File: src/rtl/ss_params.svh
/*
  Short-stack unit sizing
  Widths of ray IDs, node IDs and fixed-point distances, per-ray
  stack depth and result queue depth
*/
`ifndef SS_PARAMS_SVH
`define SS_PARAMS_SVH

// Ray ID width, 16 rays
`define SS_RAY_ID_W 4
`define SS_NUM_RAYS (1 << `SS_RAY_ID_W)

// BVH node ID width
`define SS_NODE_ID_W 8

// Unsigned fixed-point distance
`define SS_T_W 16

// Entries per ray stack and its slot index width
`define SS_DEPTH 4
`define SS_PTR_W 2

// Ordered result queue toward tarb and shader
`define SS_RES_FIFO_DEPTH 4

`endif
File: src/rtl/ss_pkg.sv
/*
  Short-stack shared types
  Vector typedefs for IDs and distances, plus the operation and
  result kinds passed between the pipeline stages
*/
`default_nettype none

`include "ss_params.svh"

package shortstack_pkg;

  typedef logic [`SS_RAY_ID_W-1:0]  ray_id_t;
  typedef logic [`SS_NODE_ID_W-1:0] node_id_t;
  typedef logic [`SS_T_W-1:0]       t_val_t;

  // Slot index and live entry count, count reaches SS_DEPTH
  typedef logic [`SS_PTR_W-1:0] ss_ptr_t;
  typedef logic [`SS_PTR_W:0]   ss_depth_t;

  // Operation issued from decode to execute
  typedef enum logic [2:0] {
    OP_NONE,
    OP_POP,
    OP_PUSH,
    OP_REST_WR,
    OP_SCENE_WR
  } ss_op_e;

  // Outcome of a leaf miss
  typedef enum logic [1:0] {
    RES_POP,
    RES_RESTART,
    RES_MISS
  } ss_res_e;

endpackage

`default_nettype wire

File: src/rtl/shortstack_top.sv
/*
  Short-stack unit
  Per-ray pending-node stack with restart and scene-exit tables,
  built as decode, execute and result stages
*/
`timescale 1ns/100ps
`default_nettype none

module shortstack_top import shortstack_pkg::*; (
  input  logic     clk,
  input  logic     rst_n,
  input  logic     push_valid,
  input  ray_id_t  push_ray_id,
  input  node_id_t push_node_id,
  input  t_val_t   push_t_max,
  output logic     push_stall,
  input  logic     rest_valid,
  input  ray_id_t  rest_ray_id,
  input  node_id_t rest_node_id,
  input  t_val_t   rest_t_max,
  output logic     rest_stall,
  input  logic     scene_valid,
  input  ray_id_t  scene_ray_id,
  input  t_val_t   scene_t_max,
  output logic     scene_stall,
  input  logic     miss_valid,
  input  ray_id_t  miss_ray_id,
  input  t_val_t   miss_t_max,
  output logic     miss_stall,
  output logic     tarb_valid,
  output ray_id_t  tarb_ray_id,
  output node_id_t tarb_node_id,
  output t_val_t   tarb_t_max,
  output t_val_t   tarb_t_min,
  output logic     tarb_restart,
  input  logic     tarb_stall,
  output logic     shader_valid,
  output ray_id_t  shader_ray_id,
  input  logic     shader_stall
);

  // Decode to execute
  ss_op_e   op;
  ray_id_t  op_ray_id;
  node_id_t op_node_id;
  t_val_t   op_t_max;

  // Execute to result
  logic     rd_valid;
  ss_res_e  rd_kind;
  ray_id_t  rd_ray_id;
  node_id_t rd_node_id;
  t_val_t   rd_t_max;
  t_val_t   rd_t_min;

  logic     pop_room;

  ss_decode u_decode (
    .clk, .rst_n,
    .push_valid, .push_ray_id, .push_node_id, .push_t_max, .push_stall,
    .rest_valid, .rest_ray_id, .rest_node_id, .rest_t_max, .rest_stall,
    .scene_valid, .scene_ray_id, .scene_t_max, .scene_stall,
    .miss_valid, .miss_ray_id, .miss_t_max, .miss_stall,
    .pop_room,
    .op, .op_ray_id, .op_node_id, .op_t_max
  );

  ss_execute u_execute (
    .clk, .rst_n,
    .op, .op_ray_id, .op_node_id, .op_t_max,
    .rd_valid, .rd_kind, .rd_ray_id, .rd_node_id, .rd_t_max, .rd_t_min
  );

  ss_result u_result (
    .clk, .rst_n,
    .rd_valid, .rd_kind, .rd_ray_id, .rd_node_id, .rd_t_max, .rd_t_min,
    .tarb_stall, .shader_stall,
    .pop_room,
    .tarb_valid, .tarb_ray_id, .tarb_node_id, .tarb_t_max, .tarb_t_min,
    .tarb_restart,
    .shader_valid, .shader_ray_id
  );

endmodule

`default_nettype wire

File: src/rtl/ss_result.sv
/*
  Short-stack result stage
  Four-entry ordered queue of leaf-miss outcomes. The head goes to
  tarb for pops and restarts, or to the shader for total misses
*/
`timescale 1ns/100ps
`default_nettype none

`include "ss_params.svh"

module ss_result import shortstack_pkg::*; (
  input  logic     clk,
  input  logic     rst_n,
  input  logic     rd_valid,
  input  ss_res_e  rd_kind,
  input  ray_id_t  rd_ray_id,
  input  node_id_t rd_node_id,
  input  t_val_t   rd_t_max,
  input  t_val_t   rd_t_min,
  input  logic     tarb_stall,
  input  logic     shader_stall,
  output logic     pop_room,
  output logic     tarb_valid,
  output ray_id_t  tarb_ray_id,
  output node_id_t tarb_node_id,
  output t_val_t   tarb_t_max,
  output t_val_t   tarb_t_min,
  output logic     tarb_restart,
  output logic     shader_valid,
  output ray_id_t  shader_ray_id
);

  localparam int QDEPTH = `SS_RES_FIFO_DEPTH;
  localparam int QPTR_W = $clog2(QDEPTH);

  ss_res_e  q_kind [QDEPTH];
  ray_id_t  q_ray  [QDEPTH];
  node_id_t q_node [QDEPTH];
  t_val_t   q_tmax [QDEPTH];
  t_val_t   q_tmin [QDEPTH];

  logic [QPTR_W-1:0] wr_ptr;
  logic [QPTR_W-1:0] rd_ptr;
  logic [QPTR_W:0]   count;
  logic              not_empty;
  logic              head_pop;
  ss_res_e           head_kind;

  //----------------------------------------------------------------------
  // Head routing
  //----------------------------------------------------------------------

  assign not_empty = (count != '0);
  assign head_kind = q_kind[rd_ptr];

  assign tarb_valid    = not_empty && (head_kind != RES_MISS);
  assign tarb_ray_id   = q_ray[rd_ptr];
  assign tarb_node_id  = q_node[rd_ptr];
  assign tarb_t_max    = q_tmax[rd_ptr];
  assign tarb_t_min    = q_tmin[rd_ptr];
  assign tarb_restart  = (head_kind == RES_RESTART);
  assign shader_valid  = not_empty && (head_kind == RES_MISS);
  assign shader_ray_id = q_ray[rd_ptr];

  // A stalled head blocks both outputs
  assign head_pop = (tarb_valid && !tarb_stall) || (shader_valid && !shader_stall);

  // Room for two misses in flight plus a new one
  assign pop_room = (count <= 1);

  //----------------------------------------------------------------------
  // Queue pointers and storage
  //----------------------------------------------------------------------

  always_ff @(posedge clk or negedge rst_n) begin
    if (!rst_n) begin
      wr_ptr <= '0;
      rd_ptr <= '0;
      count  <= '0;
    end else begin
      if (rd_valid) begin
        wr_ptr <= wr_ptr + 1'b1;
      end
      if (head_pop) begin
        rd_ptr <= rd_ptr + 1'b1;
      end
      count <= count + rd_valid - head_pop;
    end
  end

  always_ff @(posedge clk) begin
    if (rd_valid) begin
      q_kind[wr_ptr] <= rd_kind;
      q_ray[wr_ptr]  <= rd_ray_id;
      q_node[wr_ptr] <= rd_node_id;
      q_tmax[wr_ptr] <= rd_t_max;
      q_tmin[wr_ptr] <= rd_t_min;
    end
  end

endmodule

`default_nettype wire

File: src/rtl/ss_execute.sv
/*
  Short-stack execute stage
  Per-ray circular stack of four entries, depth, restart node and
  scene t_max tables. Applies one operation per cycle and registers
  the pop, restart or miss outcome of a leaf miss
*/
`timescale 1ns/100ps
`default_nettype none

`include "ss_params.svh"

module ss_execute import shortstack_pkg::*; (
  input  logic     clk,
  input  logic     rst_n,
  input  ss_op_e   op,
  input  ray_id_t  op_ray_id,
  input  node_id_t op_node_id,
  input  t_val_t   op_t_max,
  output logic     rd_valid,
  output ss_res_e  rd_kind,
  output ray_id_t  rd_ray_id,
  output node_id_t rd_node_id,
  output t_val_t   rd_t_max,
  output t_val_t   rd_t_min
);

  localparam int NUM_RAYS = `SS_NUM_RAYS;
  localparam int DEPTH    = `SS_DEPTH;

  // Stack contents, payload only
  node_id_t stk_node [NUM_RAYS][DEPTH];
  t_val_t   stk_tmax [NUM_RAYS][DEPTH];

  // Per-ray control and tables
  ss_ptr_t   top_ptr    [NUM_RAYS];
  ss_depth_t depth      [NUM_RAYS];
  node_id_t  rest_node  [NUM_RAYS];
  t_val_t    scene_tmax [NUM_RAYS];

  ss_ptr_t   cur_ptr;
  ss_ptr_t   push_ptr;
  ss_depth_t cur_depth;
  t_val_t    cur_scene;
  logic      stk_empty;
  logic      stk_full;
  logic      take_restart;

  //----------------------------------------------------------------------
  // Lookup for the addressed ray
  //----------------------------------------------------------------------

  assign cur_ptr   = top_ptr[op_ray_id];
  assign cur_depth = depth[op_ray_id];
  assign cur_scene = scene_tmax[op_ray_id];
  // Slot after the top, wraps onto the oldest entry
  assign push_ptr  = cur_ptr + 1'b1;
  assign stk_empty = (cur_depth == '0);
  assign stk_full  = (cur_depth == ss_depth_t'(DEPTH));

  // Empty stack and leaf still inside the scene
  assign take_restart = stk_empty && (op_t_max < cur_scene);

  //----------------------------------------------------------------------
  // Table updates
  //----------------------------------------------------------------------

  always_ff @(posedge clk or negedge rst_n) begin
    if (!rst_n) begin
      for (int r = 0; r < NUM_RAYS; r++) begin
        top_ptr[r]    <= '0;
        depth[r]      <= '0;
        rest_node[r]  <= '0;
        scene_tmax[r] <= '0;
      end
    end else begin
      case (op)
        OP_PUSH: begin
          top_ptr[op_ray_id] <= push_ptr;
          if (!stk_full) begin
            depth[op_ray_id] <= cur_depth + 1'b1;
          end
        end
        OP_POP: begin
          if (!stk_empty) begin
            top_ptr[op_ray_id] <= cur_ptr - 1'b1;
            depth[op_ray_id]   <= cur_depth - 1'b1;
          end
        end
        OP_REST_WR:  rest_node[op_ray_id]  <= op_node_id;
        OP_SCENE_WR: scene_tmax[op_ray_id] <= op_t_max;
        default: ;
      endcase
    end
  end

  always_ff @(posedge clk) begin
    if (op == OP_PUSH) begin
      stk_node[op_ray_id][push_ptr] <= op_node_id;
      stk_tmax[op_ray_id][push_ptr] <= op_t_max;
    end
  end

  //----------------------------------------------------------------------
  // Leaf miss outcome
  //----------------------------------------------------------------------

  always_ff @(posedge clk or negedge rst_n) begin
    if (!rst_n) begin
      rd_valid <= 1'b0;
    end else begin
      rd_valid <= (op == OP_POP);
    end
  end

  always_ff @(posedge clk) begin
    if (op == OP_POP) begin
      rd_ray_id <= op_ray_id;
      rd_t_min  <= op_t_max;
      if (!stk_empty) begin
        rd_kind    <= RES_POP;
        rd_node_id <= stk_node[op_ray_id][cur_ptr];
        rd_t_max   <= stk_tmax[op_ray_id][cur_ptr];
      end else if (take_restart) begin
        rd_kind    <= RES_RESTART;
        rd_node_id <= rest_node[op_ray_id];
        rd_t_max   <= cur_scene;
      end else begin
        // Total miss, only the ray ID matters downstream
        rd_kind    <= RES_MISS;
        rd_node_id <= '0;
        rd_t_max   <= cur_scene;
      end
    end
  end

endmodule

`default_nettype wire

File: src/rtl/ss_decode.sv
/*
  Short-stack decode stage
  Grants one input strobe per cycle by fixed priority (miss, push,
  restart write, scene write) and registers the chosen operation
*/
`timescale 1ns/100ps
`default_nettype none

module ss_decode import shortstack_pkg::*; (
  input  logic     clk,
  input  logic     rst_n,
  input  logic     push_valid,
  input  ray_id_t  push_ray_id,
  input  node_id_t push_node_id,
  input  t_val_t   push_t_max,
  output logic     push_stall,
  input  logic     rest_valid,
  input  ray_id_t  rest_ray_id,
  input  node_id_t rest_node_id,
  input  t_val_t   rest_t_max,
  output logic     rest_stall,
  input  logic     scene_valid,
  input  ray_id_t  scene_ray_id,
  input  t_val_t   scene_t_max,
  output logic     scene_stall,
  input  logic     miss_valid,
  input  ray_id_t  miss_ray_id,
  input  t_val_t   miss_t_max,
  output logic     miss_stall,
  input  logic     pop_room,
  output ss_op_e   op,
  output ray_id_t  op_ray_id,
  output node_id_t op_node_id,
  output t_val_t   op_t_max
);

  logic     miss_go;
  ss_op_e   nxt_op;
  ray_id_t  nxt_ray_id;
  node_id_t nxt_node_id;
  t_val_t   nxt_t_max;

  //----------------------------------------------------------------------
  // Fixed-priority grant
  //----------------------------------------------------------------------

  // A miss only goes while the result queue can take it
  assign miss_go = miss_valid && pop_room;

  assign miss_stall  = miss_valid && !pop_room;
  assign push_stall  = push_valid && miss_go;
  assign rest_stall  = rest_valid && (miss_go || push_valid);
  assign scene_stall = scene_valid && (miss_go || push_valid || rest_valid);

  always_comb begin
    nxt_op      = OP_NONE;
    nxt_ray_id  = push_ray_id;
    nxt_node_id = push_node_id;
    nxt_t_max   = push_t_max;
    if (miss_go) begin
      nxt_op      = OP_POP;
      nxt_ray_id  = miss_ray_id;
      nxt_node_id = '0;
      // Leaf t_max, becomes t_min of the result
      nxt_t_max   = miss_t_max;
    end else if (push_valid) begin
      nxt_op = OP_PUSH;
    end else if (rest_valid) begin
      nxt_op      = OP_REST_WR;
      nxt_ray_id  = rest_ray_id;
      nxt_node_id = rest_node_id;
      nxt_t_max   = rest_t_max;
    end else if (scene_valid) begin
      nxt_op      = OP_SCENE_WR;
      nxt_ray_id  = scene_ray_id;
      nxt_node_id = '0;
      nxt_t_max   = scene_t_max;
    end
  end

  //----------------------------------------------------------------------
  // Operation register
  //----------------------------------------------------------------------

  always_ff @(posedge clk or negedge rst_n) begin
    if (!rst_n) begin
      op <= OP_NONE;
    end else begin
      op <= nxt_op;
    end
  end

  always_ff @(posedge clk) begin
    op_ray_id  <= nxt_ray_id;
    op_node_id <= nxt_node_id;
    op_t_max   <= nxt_t_max;
  end

endmodule

`default_nettype wire

File: config.mk
export PLATFORM = sky130hd
export DESIGN_NAME = shortstack_top
export DESIGN_NICKNAME = d
export VERILOG_FILES = /design/src/rtl/ss_pkg.sv /design/src/rtl/shortstack_top.sv /design/src/rtl/ss_result.sv /design/src/rtl/ss_execute.sv /design/src/rtl/ss_decode.sv
export VERILOG_INCLUDE_DIRS = /design/src /design/src/rtl
export SDC_FILE = /design/constraint.sdc
export NUM_CORES = 2
export LEC_CHECK = 0
export BUFFER_PORTS_ARGS = -buffer_cell sky130_fd_sc_hd__buf_4
export CAP_MARGIN = 20
export CORE_MARGIN = 1
export CORE_UTILIZATION = 50
export CTS_BUF_LIST = sky130_fd_sc_hd__clkbuf_4 sky130_fd_sc_hd__clkbuf_8
export DETAILED_ROUTE_END_ITERATION = 16
export GPL_TIMING_DRIVEN = 1
export PLACE_DENSITY = 0.66
export SLEW_MARGIN = 30
export SYNTH_ARGS = -nofsm -noshare
export SYNTH_HDL_FRONTEND = slang
export SYNTH_SLANG_ARGS = --single-unit
File: constraint.sdc
create_clock -name clk -period 7.6 [get_ports clk]
set_input_delay 1.52 -clock clk [delete_from_list [all_inputs] [get_ports clk]]
set_output_delay 1.52 -clock clk [all_outputs]
set_load 0.005 [all_outputs]
==> flow_metrics.tcl <==
set metrics [dict create \
    placed_area_sq_um 94700 \
    area_delta_synth_final_pct 13.6 \
    drc 0 \
    slowest_stage "nor2_2" \
    hold_violations 0 \
    wl_per_cell_um 30.6 \
    yosysUniqueCellTypes 59 \
    cts_buffer_depth 4 \
    final_area_sq_um 102000 \
    syn_inst 4400 \
    maxCapViolations 0 \
    die-area_sq_um 182000 \
    cts_buffers 374 \
    pwr_density_cell_nw_per_um2 377 \
    max_stage_delay_ns 0.79 \
    fin_setup_tns_ns 0 \
    critPathMaxFanout 36 \
    whs_path_depth 1 \
    cp-start-kind "flop" \
    first_pass_iters 6 \
    viasPerCell 6.17 \
    dpl.hpwl_um 131000 \
    pin_count 159 \
    routed_wl_um 229000 \
    ys_top_cells_by_count "edfxtp_1, mux4_2, dfrtp_1" \
    grt_pass1_wl_um 331000 \
    grt_max_degree 143 \
    power.leakage_nw 36.0 \
    cts_tree "built" \
    hold_end "u_execute.scene_tmax[73]" \
    cts_setup_buffers 0 \
    antenna_found_initial 6 \
    gr-usage-met3_pct 5.61 \
    worst_pin_slew_ns 1.10 \
    cts_resized 0 \
    gr-usage-met1_pct 35.8 \
    gp_congestion 0.853 \
    htree_num_levels 5 \
    busiest_layer "met2" \
    period_needed_ns 5.32 \
    placementRows 155 \
    grt_overflow 0 \
    dpl.cell_count 6814 \
    rsz0062_at_grt "no" \
    vias 46000 \
    ys_seq_area_share_pct 72.8 \
    crit_family "simple AND/OR/NAND/NOR gates" \
    cts.sinks 2269 \
    clock_skew_ns 0.0658 \
    die_x_um 426 \
    cp.buffers_inverters 3 \
    max-vdd-ir-drop_uv 312 \
    dieHeight_um 426 \
    fin_hold_ws_ns 0.493 \
    rr_startpoint "u_decode.op_ray_id[1]" \
    cp_common_cell "buf_4" \
    hp-class "flop to flop" \
    drtAntennaViolNets 0 \
    yosysWarnings 0 \
    cts_root_buf "clkbuf_8" \
    layout.nets 4978 \
    r2r_slack_ns 2.28 \
    cts-hold-fix-buffers 0 \
    required_ns 8.29 \
    grt_usage_pct 25.5 \
    status "finished clean" \
    synth-edff-count 1766 \
    gr-usage-met2_pct 39.5 \
    first_global_vias 47100 \
    initial_core_util_pct 50.4 \
    syn_nets 4536 \
    fmax_ghz 0.188 \
    portBuffers 158 \
    end_kind "flop" \
    slew_headroom_pct 26.5 \
    core-area_sq_um 179000 \
    fin_crit_sh_pct 70.0 \
    rr_endpoint "u_execute.stk_tmax[8][39]" \
    path_class "flop to flop" \
    synth_most_common_cell "edfxtp_1" \
    yosys-top-cells-area "edfxtp_1, mux4_2, dfrtp_1, mux2_2, a22oi_1" \
    fin_cells 7457 \
    netlist_area_sq_um 89900 \
    yosys.area.top_type "edfxtp_1" \
    ys_ff_latch 2269 \
    drv_slew 0 \
    worst_ep_arrival_time_ns 6.01 \
    drive_gt1_share_pct 39.7 \
    r2r_cells 9 \
    synth_top_area_share_pct 59.0 \
    syn_area_per_cell_sq_um 20.4 \
    clk_latency_ns 1.06 \
    hp-start "u_execute.scene_tmax[73]" \
    synth-main-ff-cell "edfxtp_1" \
    final_core_util_pct 57.2 \
    setup_viol 0 \
    worstPathCellList "buf_4 > mux4_2 > a22oi_2 > nand2_4 > inv_1 > ha_1 > nand2_1 > nor2_2 > buf_4" \
    drt_iter0_markers 4844 \
    async_flop_share_pct 20.9 \
    cts.clk_slew.worst_paths_ns 0.06 \
]
[sequential cells by signal, indices dropped and copies added (netlist names), 2 cells and up, named ones only]
register              count
u_execute.rd_t_min       16
u_result.q_kind           8
u_result.count            3
u_result.q_node          32
u_execute.stk_tmax     1024
u_result.wr_ptr           2
u_execute.rd_node_id      8
u_decode.op_node_id       8
u_execute.depth          32
u_execute.scene_tmax    256
u_decode.op_t_max        16
u_result.rd_ptr           2
u_decode.op               3
u_execute.stk_node      512
u_execute.rd_t_max       16
u_result.q_tmax          64
u_execute.rd_ray_id       4
u_execute.top_ptr        16
u_result.q_tmin          64
u_execute.rest_node     128
u_result.q_ray           16
u_execute.rd_kind         2
u_decode.op_ray_id        4
[placed cells by master, fill, tap and decap left out, drive strengths merged, types with 35 or more instances in the layout]
cell type  count
edfxtp      1766
mux4         599
clkbuf       516
dfrtp        475
mux2         412
buf          335
nor2         209
a22oi        113
a21oi        108
clkinv        99
nand2         80
a211oi        45
inv           38
a221oi        35
[worst register-to-register path: cells and delay by family, from the launching register on]
kind | cells | cell delay [ns]
simple gates | 3 | 1.65
mux | 1 | 0.43
fa+ha+maj | 1 | 0.17
flops | 1 | 0.72
compound gates | 1 | 0.68
buf+inv | 3 | 1.32
[worst max-delay path by stage]
stage,from,end,cells after the start,slack [ns]
floorplan,u_decode.op_ray_id[0],u_execute.depth[32],15,3.75
global route,u_decode.op_ray_id[1],u_execute.stk_tmax[8][39],9,2.13
detailed placement,u_decode.op_ray_id[0],u_execute.rd_t_max[5],9,2.05
finish,u_decode.op_ray_id[1],u_execute.stk_tmax[8][39],9,2.28
CTS,u_decode.op_ray_id[0],u_execute.rd_t_max[5],9,2.01
global placement,u_decode.op_ray_id[0],u_execute.rd_t_max[5],9,2.14
[stage by stage]
step	power [mW]	setup slack (ns)
after global routing	40.0	2.13
after detailed placement	28.2	2.05
final	38.6	2.28
after floorplan	23.5	3.75
after CTS	38.7	2.01
after global placement	28.0	2.14
[layout make-up]
type,count,area [sq um]
tap,2355,2950
sequential,2269,65500
antenna,3,7.51
inverter,37,139
timing repair buffer,335,3010
clock inverter,117,812
fill,13100,76400
clock buffer,516,6430
multi-input combinational,1825,23300
[layer usage]
metal | routed length (um) | up-vias
met3 | 19600 | 422
met4 | 8070 | 4
li1 | - | 18900
met1 | 92300 | 24500
met5 | 123 | -
met2 | 108000 | 2169
[cells by family (layout without fill, tap and decap cells)]
kind of cell	Yosys count	count (layout)	synth area share, %
other cells	0	3	0
buf+inv	306	1005	1.60
xor+xnor	7	7	0.0682
fa+ha+maj	32	32	0.454
flops	2269	2269	72.8
mux	1033	1033	20.4
simple gates	389	389	1.92
compound gates	364	364	2.75
[report_power, final]
group,switching [mW],leakage (nW),total (mW),internal (mW)
sequential,0.915,22.6,16.6,15.7
combinational,7.04,9.64,11.5,4.42
clock,4.65,3.82,10.5,5.82
total,12.6,36.0,38.6,26.0
(Power assumes the default switching activity.)
